File: src/common/dcache_settings.svh
`ifndef DCACHE_SETTINGS_SVH
`define DCACHE_SETTINGS_SVH

// cache geometry
`define DC_WAYS        4
`define DC_SETS        64
`define DC_LINE_WORDS  16

// address split: tag | index | offset
`define DC_OFFSET_W    6
`define DC_INDEX_W     6
`define DC_TAG_W       20

`endif

File: src/common/dcache_pkg.sv
package dcache_pkg;

`include "dcache_settings.svh"

    // one cpu access as sampled by stage 1
    typedef struct packed {
        logic        op;        // 1 write, 0 read
        logic [31:0] addr;
        logic [3:0]  wstrb;
        logic [31:0] wdata;
    } cpu_req_t;

    typedef logic [`DC_LINE_WORDS-1:0][31:0] line_t;

    typedef logic [`DC_WAYS-1:0] way_oh_t;

    typedef struct packed {
        logic [`DC_TAG_W-1:0] tag;
        logic                 valid;
        logic                 dirty;
    } tag_entry_t;

    // stage 2 outcome, victim fields only matter on a miss
    typedef struct packed {
        logic                 hit;
        way_oh_t              hit_way;
        way_oh_t              victim_way;
        logic [`DC_TAG_W-1:0] victim_tag;
        logic                 victim_valid;
        logic                 victim_dirty;
    } lookup_res_t;

    typedef struct packed {
        logic [31-`DC_OFFSET_W:0] line_addr;
        line_t                    line;
    } wb_req_t;

endpackage

File: src/dcache/dcache_refill_buf.sv
`timescale 1ns/1ps

module dcache_refill_buf import dcache_pkg::*; (
    input  logic        clk,
    input  logic        rst_n,
    input  logic        start,
    input  cpu_req_t    req,
    input  logic        ret_valid,
    input  logic        ret_last,
    input  logic [31:0] r_data_bus,
    output logic        refill_done,
    output line_t       refill_line
);
    localparam int WORD_W = $clog2(`DC_LINE_WORDS);

    logic [WORD_W-1:0] beat;
    logic [31:0]       word;

    // pending store lands on top of the fetched word
    always_comb begin
        word = r_data_bus;
        if (req.op && beat == req.addr[2 +: WORD_W]) begin
            for (int b = 0; b < 4; b++) begin
                if (req.wstrb[b]) word[b*8 +: 8] = req.wdata[b*8 +: 8];
            end
        end
    end

    always_ff @(posedge clk) begin
        if (!rst_n) begin
            beat        <= '0;
            refill_done <= 1'b0;
        end else begin
            refill_done <= ret_valid && ret_last;
            if (start) beat <= '0;      // held at zero while the address is out
            else if (ret_valid) beat <= beat + 1'b1;
        end
    end

    always_ff @(posedge clk) begin
        if (ret_valid) refill_line[beat] <= word;
    end

    assert property (@(posedge clk) disable iff (!rst_n)
        ret_valid && ret_last |-> beat == WORD_W'(`DC_LINE_WORDS - 1));

endmodule

File: config.mk
export PLATFORM = sky130hd
export DESIGN_NAME = dcache_refill_buf
export DESIGN_NICKNAME = d
export VERILOG_FILES = /design/src/common/dcache_pkg.sv /design/src/dcache/dcache_refill_buf.sv
export VERILOG_INCLUDE_DIRS = /design/src /design/src/common
export SDC_FILE = /design/constraint.sdc
export NUM_CORES = 1
export LEC_CHECK = 0
export BUFFER_PORTS_ARGS = -buffer_cell sky130_fd_sc_hd__buf_2
export CAP_MARGIN = 20
export CORE_AREA = 2 2 239 241
export DETAILED_ROUTE_END_ITERATION = 8
export DIE_AREA = 0 0 241 243
export PLACE_DENSITY = 0.52
export SLEW_MARGIN = 10
export SYNTH_ARGS = -nofsm -noshare
export SYNTH_HDL_FRONTEND = slang
export SYNTH_SLANG_ARGS = --single-unit
File: constraint.sdc
create_clock -name clk -period 6.7 [get_ports clk]
set_clock_uncertainty 0.05 [all_clocks]
set_input_delay 1.005 -clock clk [delete_from_list [all_inputs] [get_ports clk]]
set_output_delay 1.005 -clock clk [all_outputs]
set_load 0.03 [all_outputs]
==> impl_metrics.py, run 1 <==
metrics = {
    "outcome": {
        "status": "finished clean",
    },
    "synthesis": {
        "syn-num-nets": 714,
        "ys_warn_count": 0,
        "syn_avg_cell_area_um2": 27.0,
        "ys_ff_latch": 517,
        "synth_top_area_frac": 0.944,
        "syn-cell-area_um2": 16300,
        "yosys.area.top_type": "edfxtp_1",
        "ys_dominant_reg_cell": "edfxtp_1",
        "yosys-top-cells-area": "edfxtp_1 (94%), mux2_2 (1.7%), mux2_4 (0.74%)",
        "synth-async-reset-ratio": 0,
        "ys_seq_area_frac": 0.950,
        "synth_cell_types": 24,
        "synth_edf_count": 512,
        "synth_cells": 604,
    },
    "timing": {
        "final_hold_viol_count": 0,
        "rsz0062_at_grt": "false",
        "fin_ws_ps": 4180,
        "slew_viol_final": 0,
        "fin_tns_setup_ps": 0,
        "fin_crit_sh": 0.376,
        "relSlewSlack": 0.487,
        "worstMarginPinSlew_ps": 770,
        "finalCriticalPeriod_ps": 2520,
        "setup_violations": 0,
        "max_freq_ghz": 0.397,
    },
    "layout": {
        "layout.nets": 1372,
        "layout-drive-gt1-share": 0.564,
        "postLayoutCoreUtil": 0.392,
        "area_delta_synth_final_pct": 34.8,
        "final_cell_count_no_fill": 2059,
        "finalInstanceArea_um2": 21900,
    },
    "power": {
        "cellLeakagePower_nw": 8.20,
        "p_per_area_nw_per_um2": 299,
        "vdd_drop_max_uv": 189,
    },
    "clocking": {
        "cts_buffers": 52,
        "cts_tree": "built",
        "path_clk_slew_ps": 50,
        "insertion_delay_ps": 580,
        "clk_path_buf_depth": 3,
        "clk_root_buffer_cell": "clkbuf_16",
        "cts.sinks": 517,
        "cts-resized-gates": 0,
        "ctsHtreeMaxLevel": 2,
        "ctsHoldBuffers": 0,
        "post-cts-setup-buffer-count": 0,
    },
    "detailed_routing": {
        "drc": 0,
        "drt-wirelength-per-cell_um": 24.9,
        "vias": 8740,
        "routed_wl_um": 51300,
        "drt_iter0_drc": 570,
        "firstDrtPassIters": 5,
        "viasPerCell": 4.24,
        "ant_nets": 0,
    },
    "placement": {
        "io_buffers": 590,
        "post-place-ws_ps": 3500,
        "dpl.hpwl_um": 32700,
        "gp_congestion": 0.749,
        "placed_cell_area_um2": 20300,
        "post-place-cells": 1964,
    },
    "critical_path": {
        "cp-startpoint": "req[38]",
        "crit_required_ps": 6920,
        "cp_data_arrival_time_ps": 2740,
        "end_kind": "flop",
        "r2r_slack_ps": 4250,
        "crit_fanout": 16,
        "criticalPathCategory": "primary input to flop",
        "reg2reg_depth": 4,
        "cp-start-kind": "primary input",
        "reg2reg_to": "refill_line[237]",
        "endpoint": "refill_line[237]",
        "rr_startpoint": "beat[2]",
    },
    "global_route": {
        "grt_use_total": 0.168,
        "grt_max_degree": 33,
        "grt_pass1_vias": 8719,
        "grt_pass1_wl_um": 68000,
        "gr-total-overflow": 0,
        "antenna_found_initial": 3,
    },
    "floorplan": {
        "die_w_um": 241,
        "die_y_um": 243,
        "start_util": 0.291,
        "placementRows": 87,
        "io_pins": 619,
        "dieArea_um2": 58600,
        "core-area_um2": 56000,
    },
    "hold_path": {
        "hp-class": "flop to flop",
    },
    "run": {
        "max_cap_viol_count": 0,
    },
}
## cell usage after synthesis, types with 2 or more instances
library cell and number:
inv_1 2, xor2_1 2, mux2_2 24, nor2_4 3, and2_1 16, xnor2_1 3, edfxtp_1 512, dfxtp_1 5
nand2b_1 2, nor2_1 6, nand2_1 3, mux2_4 8, ha_1 4, nand4_1 4
## worst min-delay path by stage
| stage | cells past startpoint | from | to | slack [ps] |
|---|---|---|---|---|
| global route | 2 | ret_last | refill_done | 590 |
| finish | 2 | beat[1] | beat[1] | 560 |
| floorplan | 2 | beat[1] | beat[1] | 490 |
| CTS | 2 | beat[1] | beat[1] | 570 |
| global placement | 2 | beat[1] | beat[1] | 540 |
| detailed placement | 2 | beat[1] | beat[1] | 550 |
## sequential cells by signal, indices dropped and copies added, names as in the netlist
signal,cells
refill_done,1
refill_line,512
beat,4
## per-stage QoR
stage / power, mW / hold slack [ps]
floorplan: 3.75 / 490
global placement: 3.82 / 545
detailed placement: 3.83 / 555
CTS: 6.62 / 567
global route: 6.75 / 594
finish: 6.56 / 561
## kinds of logic (layout without fill, tap and decap cells)
group	Yosys count	in the layout	share of synthesized area
AOI/OAI and AO/OA	1	1	0.00131
xor gates and xnor gates	6	6	0.00369
adders and majority gates	4	4	0.00307
buffers and inverters	4	701	0.00115
DFF	517	517	0.950
muxes	33	33	0.0246
other	0	2	0
and+or+nand+nor	39	39	0.0159
## worst max-delay path: stages
cell	delay, ps
buf_2	100
xnor2_1	290
nand4_1	190
nor2_4	560
mux2_2	580
## placed cells by master, fill, tap and decap left out, drive strengths merged
cell type and instances:
nor3b 1, mux2i 1, mux2 32, ha 4, clkinv 22, o211ai 1, buf 606, and3 2
bufinv 4, clkinvlp 2, dfxtp 5, diode 2, nand2 3, xnor2 4, nor2 10, nand2b 2
inv 6, nand4 5, edfxtp 512, xor2 2, and2 16, clkbuf 61
## cell type report
type                    instances  area, µm²
clock inverters                32        270
diodes                          2       5.00
clock buffers                  61       1360
repair buffers                606       3070
well taps                     756        946
fillers                      5243      34000
flip-flops and latches        517      15500
inverters                       2       7.51
multi-input cells              83        811
## metal layers
metal	wire length (µm)	vias to the layer above	GRT usage
li1	-	3756	-
met1	20300	4518	0.209
met2	26200	415	0.289
met3	4040	51	0.0484
met4	767	0	0.0387
met5	0	-	0
## where the power goes
part / total, mW / switching [mW] / internal (mW)
Sequential: 3.59 / 0.00470 / 3.58
Combinational: 0.172 / 0.128 / 0.0440
Clock: 2.80 / 1.20 / 1.60
Note: power is estimated with default switching activity, not from simulation.
==> inputs of run 2 (changes only) <==
--- a/config.mk
+++ b/config.mk
@@ -11,7 +11,7 @@
 export CORE_AREA = 2 2 239 241
 export DETAILED_ROUTE_END_ITERATION = 8
 export DIE_AREA = 0 0 241 243
-export PLACE_DENSITY = 0.52
+export PLACE_DENSITY = 0.54
 export SLEW_MARGIN = 10
 export SYNTH_ARGS = -nofsm -noshare
 export SYNTH_HDL_FRONTEND = slang
==> constraint.sdc (replaced) <==
create_clock -name clk -period 2.1 [get_ports clk]
set_clock_uncertainty 0.05 [all_clocks]
set_input_delay 0.315 -clock clk [delete_from_list [all_inputs] [get_ports clk]]
set_output_delay 0.315 -clock clk [all_outputs]
set_load 0.03 [all_outputs]
==> run 2 against run 1 <==
Against the previous run: non-clock buffer count increased by 25; total power increased to 3.3 times the previous value; sequential share of layout area decreased by 2.0 points; cell area increased by 2.9%; final cell count increased by 1.3%; critical path depth unchanged; sequential power increased to 3.2 times the previous value; core utilization increased by 1.1 points; sequential cell count unchanged; register-to-register slack got worse by 4100 ps; critical path type is now flop to flop; highest routed layer is now met5.
==> impl_metrics.py, run 2 (synthesized netlist as in run 1, its figures left out) <==
metrics = {
    "outcome": {
        "status": "finished clean",
    },
    "clocking": {
        "insertion_delay_ps": 570,
        "cts.sinks": 517,
        "clk_path_buf_depth": 3,
        "path_clk_slew_ps": 60,
        "cts_buffers": 52,
        "post-cts-setup-buffer-count": 0,
        "cts_tree": "built",
        "clk_root_buffer_cell": "clkbuf_16",
        "ctsHtreeMaxLevel": 2,
    },
    "timing": {
        "rsz0062_at_grt": "false",
        "worstMarginPinSlew_ps": 509,
        "slew_viol_final": 0,
        "fin_tns_setup_ps": 0,
        "finalCriticalPeriod_ps": 1970,
        "final_hold_viol_count": 0,
        "hold_ws_ps": 92.3,
        "fin_ws_ps": 125,
        "max_freq_ghz": 0.506,
        "setup_violations": 0,
        "fin_crit_sh": 0.940,
        "relSlewSlack": 0.661,
    },
    "floorplan": {
        "core-area_um2": 56000,
        "start_util": 0.291,
        "die_w_um": 241,
        "placementRows": 87,
        "die_y_um": 243,
        "dieArea_um2": 58600,
        "io_pins": 619,
    },
    "critical_path": {
        "crit_required_ps": 2330,
        "cp-startpoint": "beat[0]",
        "cp-start-kind": "flop",
        "cp_data_arrival_time_ps": 2200,
        "criticalPathCategory": "flop to flop",
        "crit_fanout": 16,
        "rr_startpoint": "beat[0]",
        "end_kind": "flop",
    },
    "power": {
        "p_seq_frac": 0.537,
        "vdd_drop_max_uv": 620,
        "pwr-share-clk": 0.437,
        "swShare": 0.201,
        "p_int_mw": 17.0,
        "p_sw_mw": 4.29,
        "p_per_area_nw_per_um2": 944,
        "cellLeakagePower_nw": 8.45,
        "combPwrFrac": 0.027,
    },
    "detailed_routing": {
        "drc": 0,
        "firstDrtPassIters": 4,
        "drt-wirelength-per-cell_um": 25.0,
        "routed_wl_um": 52100,
        "drt_iter0_drc": 689,
        "viasPerCell": 4.26,
        "ant_nets": 0,
        "vias": 8881,
    },
    "layout": {
        "top_regs": "refill_line (512), beat (4), refill_done (1)",
        "final_common_cell": "buf_2",
        "fillCellCount": 5121,
        "final_cell_mix": "buf_2 (590), edfxtp_1 (512), clkbuf_16 (54), buf_12 (27), mux2_2 (24)",
        "largest_register": "refill_line",
        "largest_reg_flops": 512,
        "area_delta_synth_final_pct": 38.7,
        "ff_latch_area_um2": 15500,
        "layout-drive-gt1-share": 0.574,
        "layout.nets": 1397,
        "multi_input_area_um2": 818,
    },
    "placement": {
        "dpl.hpwl_um": 33700,
        "gp_congestion": 0.767,
        "post-place-ws_ps": -79.6,
        "io_buffers": 590,
    },
    "hold_path": {
        "hp-start": "start",
        "hp-class": "primary input to flop",
    },
    "global_route": {
        "grt_pass1_vias": 8915,
        "grt_pass1_wl_um": 69100,
        "gr-total-overflow": 0,
        "grt_use_total": 0.172,
        "antenna_found_initial": 2,
        "grt_max_degree": 33,
    },
    "run": {
        "max_cap_viol_count": 0,
    },
}
==> run 2: per-layer routing <==
layer  global-route usage  vias to the layer above  wire, µm
met1                0.211                     4587     20200
met5                    0                        -         7
met3               0.0472                       67      4160
li1                     -                     3814         -
met2                0.296                      411     26800
met4               0.0447                        2       972
==> run 2: power by group through the flow <==
stage / registers [mW] / logic [mW] / clock network [mW]
after floorplan: 11.8 / 0.172 / 0
after global placement: 11.7 / 0.558 / 0
after detailed placement: 11.7 / 0.572 / 0
after CTS: 11.4 / 0.576 / 9.49
after global routing: 11.4 / 0.610 / 9.86
final: 11.4 / 0.570 / 9.31
==> run 2: timing repair <==
item                       in CTS  in global routing
hold buffers                    2                  0
hold endpoints to repair        1                  0
gates resized for setup         0                  1
setup endpoints to repair       0                328
==> run 2: critical path, cell delays in order, from the launching register on <==
cell     delay [ps]
dfxtp_1         330
xnor2_2         240
nand4_1         180
nor2_4          190
buf_12          190
mux2_2          480
==> run 2: layout make-up <==
cell class                 count  area share
timing repair buffer         631       0.160
inverter                       2    0.000332
clock buffer                  62      0.0612
clock inverter                34      0.0153
antenna                        1    0.000111
multi-input combinational     83      0.0362
tap                          756      0.0419
sequential                   517       0.685
==> run 2: per-stage QoR <==
stage | total power [mW] | area (µm²) | std cells | util
floorplan | 12.0 | 16300 | 604 | -
global placement | 12.2 | 20800 | 1987 | 0.372
detailed placement | 12.2 | 20800 | 1987 | 0.372
CTS | 21.5 | 22600 | 2085 | 0.403
global route | 21.9 | 22600 | 2085 | 0.404
finish | 21.3 | 22600 | 2086 | 0.404
==> run 2: path summary, 6_finish.rpt <==
kind	endpoint	slack (ps)	depth (start not counted)
worst max register to register	refill_line[408]	130	5
worst min register to register	beat[1]	620	3
worst min-delay path	beat[0]	90	3
worst max-delay path	refill_line[408]	130	5
==> inputs of run 3 (changes only) <==
--- a/config.mk
+++ b/config.mk
@@ -9,6 +9,7 @@
 export BUFFER_PORTS_ARGS = -buffer_cell sky130_fd_sc_hd__buf_2
 export CAP_MARGIN = 20
 export CORE_AREA = 2 2 239 241
+export CTS_BUF_LIST = sky130_fd_sc_hd__clkbuf_4 sky130_fd_sc_hd__clkbuf_8 sky130_fd_sc_hd__clkbuf_16
 export DETAILED_ROUTE_END_ITERATION = 8
 export DIE_AREA = 0 0 241 243
 export PLACE_DENSITY = 0.54
==> run 3 against run 2 <==
Against the previous run: fmax about the same; cell area increased by 0.13%; worst hold slack improved by 0.61 ps; first-iteration DRC count increased by 1.2%; final cell count unchanged; wire length about the same; critical path depth unchanged; worst setup slack about the same; critical path type unchanged; sequential share of layout area decreased by 0.091 points.
==> impl_metrics.py, run 3 (synthesized netlist as in run 1, its figures left out) <==
metrics = {
    "outcome": {
        "status": "finished clean",
    },
    "critical_path": {
        "end_kind": "flop",
        "cp-startpoint": "beat[0]",
        "criticalPathCategory": "flop to flop",
        "rr_startpoint": "beat[0]",
        "reg2reg_depth": 5,
        "cp_data_arrival_time_ps": 2200,
        "r2r_slack_ps": 130,
        "crit_required_ps": 2330,
        "crit_fanout": 16,
        "reg2reg_to": "refill_line[93]",
        "cp-start-kind": "flop",
        "endpoint": "refill_line[93]",
    },
    "timing": {
        "fin_crit_sh": 0.940,
        "rsz0062_at_grt": "false",
        "final_hold_viol_count": 0,
        "worstMarginPinSlew_ps": 513,
        "fin_tns_setup_ps": 0,
        "setup_violations": 0,
        "slew_viol_final": 0,
        "relSlewSlack": 0.658,
        "max_freq_ghz": 0.506,
        "finalCriticalPeriod_ps": 1970,
        "hold_ws_ps": 92.9,
    },
    "detailed_routing": {
        "viasPerCell": 4.23,
        "routed_wl_um": 52100,
        "firstDrtPassIters": 4,
        "drc": 0,
        "vias": 8826,
        "drt_iter0_drc": 697,
        "ant_nets": 0,
        "drt-wirelength-per-cell_um": 25.0,
    },
    "layout": {
        "final_cell_count_no_fill": 2086,
        "largest_register": "refill_line",
        "layout-drive-gt1-share": 0.580,
        "final_cell_mix": "buf_2 (590), edfxtp_1 (512), clkbuf_16 (54), buf_12 (27), mux2_2 (24)",
        "postLayoutCoreUtil": 0.404,
        "final_common_cell": "buf_2",
        "top_regs": "refill_line (512), beat (4), refill_done (1)",
        "largest_reg_flops": 512,
        "layout.nets": 1397,
        "area_delta_synth_final_pct": 38.8,
    },
    "global_route": {
        "grt_use_total": 0.172,
        "grt_pass1_vias": 8932,
        "gr-total-overflow": 0,
        "antenna_found_initial": 2,
        "grt_max_degree": 33,
        "grt_pass1_wl_um": 69200,
    },
    "floorplan": {
        "placementRows": 87,
        "dieArea_um2": 58600,
        "die_w_um": 241,
        "start_util": 0.291,
        "core-area_um2": 56000,
        "die_y_um": 243,
        "io_pins": 619,
    },
    "clocking": {
        "path_clk_slew_ps": 60,
        "ctsHtreeMaxLevel": 2,
        "insertion_delay_ps": 570,
        "cts_tree": "built",
        "clk_path_buf_depth": 3,
        "clk_root_buffer_cell": "clkbuf_16",
        "cts.sinks": 517,
        "cts_buffers": 52,
    },
    "placement": {
        "post-place-cells": 1987,
        "io_buffers": 590,
        "gp_congestion": 0.767,
        "dpl.hpwl_um": 33700,
    },
    "power": {
        "p_per_area_nw_per_um2": 948,
        "vdd_drop_max_uv": 618,
        "cellLeakagePower_nw": 8.48,
        "finalPower_mw": 21.4,
    },
    "hold_path": {
        "hp-class": "primary input to flop",
    },
    "run": {
        "max_cap_viol_count": 0,
    },
}
run 3: cell counts in the layout (fill, tap and decap cells not counted):
No cell type changed its count.
run 3: per-layer routing:
layer  track usage  vias up  share of wire
met5             0        -        0.00025
met2         0.297      414           0.51
met1         0.211     4524           0.39
li1              -     3816              -
met4        0.0448        2          0.019
met3        0.0473       70          0.077
run 3: power breakdown:
part / leakage [nW] / internal [mW] / switching (mW)
Combinational: 2.95 / 0.165 / 0.407
Sequential: 4.67 / 11.4 / 0.0168
Clock: 0.862 / 5.55 / 3.86
Total: 8.48 / 17.1 / 4.28
run 3: area by class of cell:
cell class | instances | area, µm²
tap | 756 | 946
fill | 5120 | 33300
clock buffer | 62 | 1410
inverter | 2 | 7.51
clock inverter | 34 | 345
multi-input combinational | 83 | 818
antenna | 1 | 2.50
timing repair buffer | 631 | 3600
sequential | 517 | 15500
run 3: critical path, stage by stage, from the launching register on:
cell     delay (ps)
dfxtp_1         330
xnor2_2         240
nand4_1         180
nor2_4          190
buf_12          190
mux2_2          480
run 3: timing repair:
item | 4_1_cts | 5_1_grt
setup endpoints to repair | 0 | 328
gates resized for setup | 0 | 1
hold buffers | 2 | 0
hold endpoints to repair | 1 | 0
setup buffers | 0 | 0
run 3: how the worst min path moves through the flow:
| stage | start | to | slack, ps | depth (start not counted) |
|---|---|---|---|---|
| floorplan | ret_last | refill_done | 420 | 1 |
| global placement | ret_last | refill_done | 510 | 2 |
| detailed placement | ret_last | refill_done | 530 | 2 |
| CTS | rst_n | beat[1] | 60 | 3 |
| global route | rst_n | beat[1] | 80 | 3 |
| finish | start | beat[0] | 90 | 3 |
run 3: metrics by stage:
stage / worst slack (ps) / area, µm²
3_3_place_gp: -54.1 / 20800
6_report: 125 / 22600
4_1_cts: 18.3 / 22600
5_1_grt: 8.62 / 22600
2_1_floorplan: 50.2 / 16300
3_5_place_dp: -79.6 / 20800
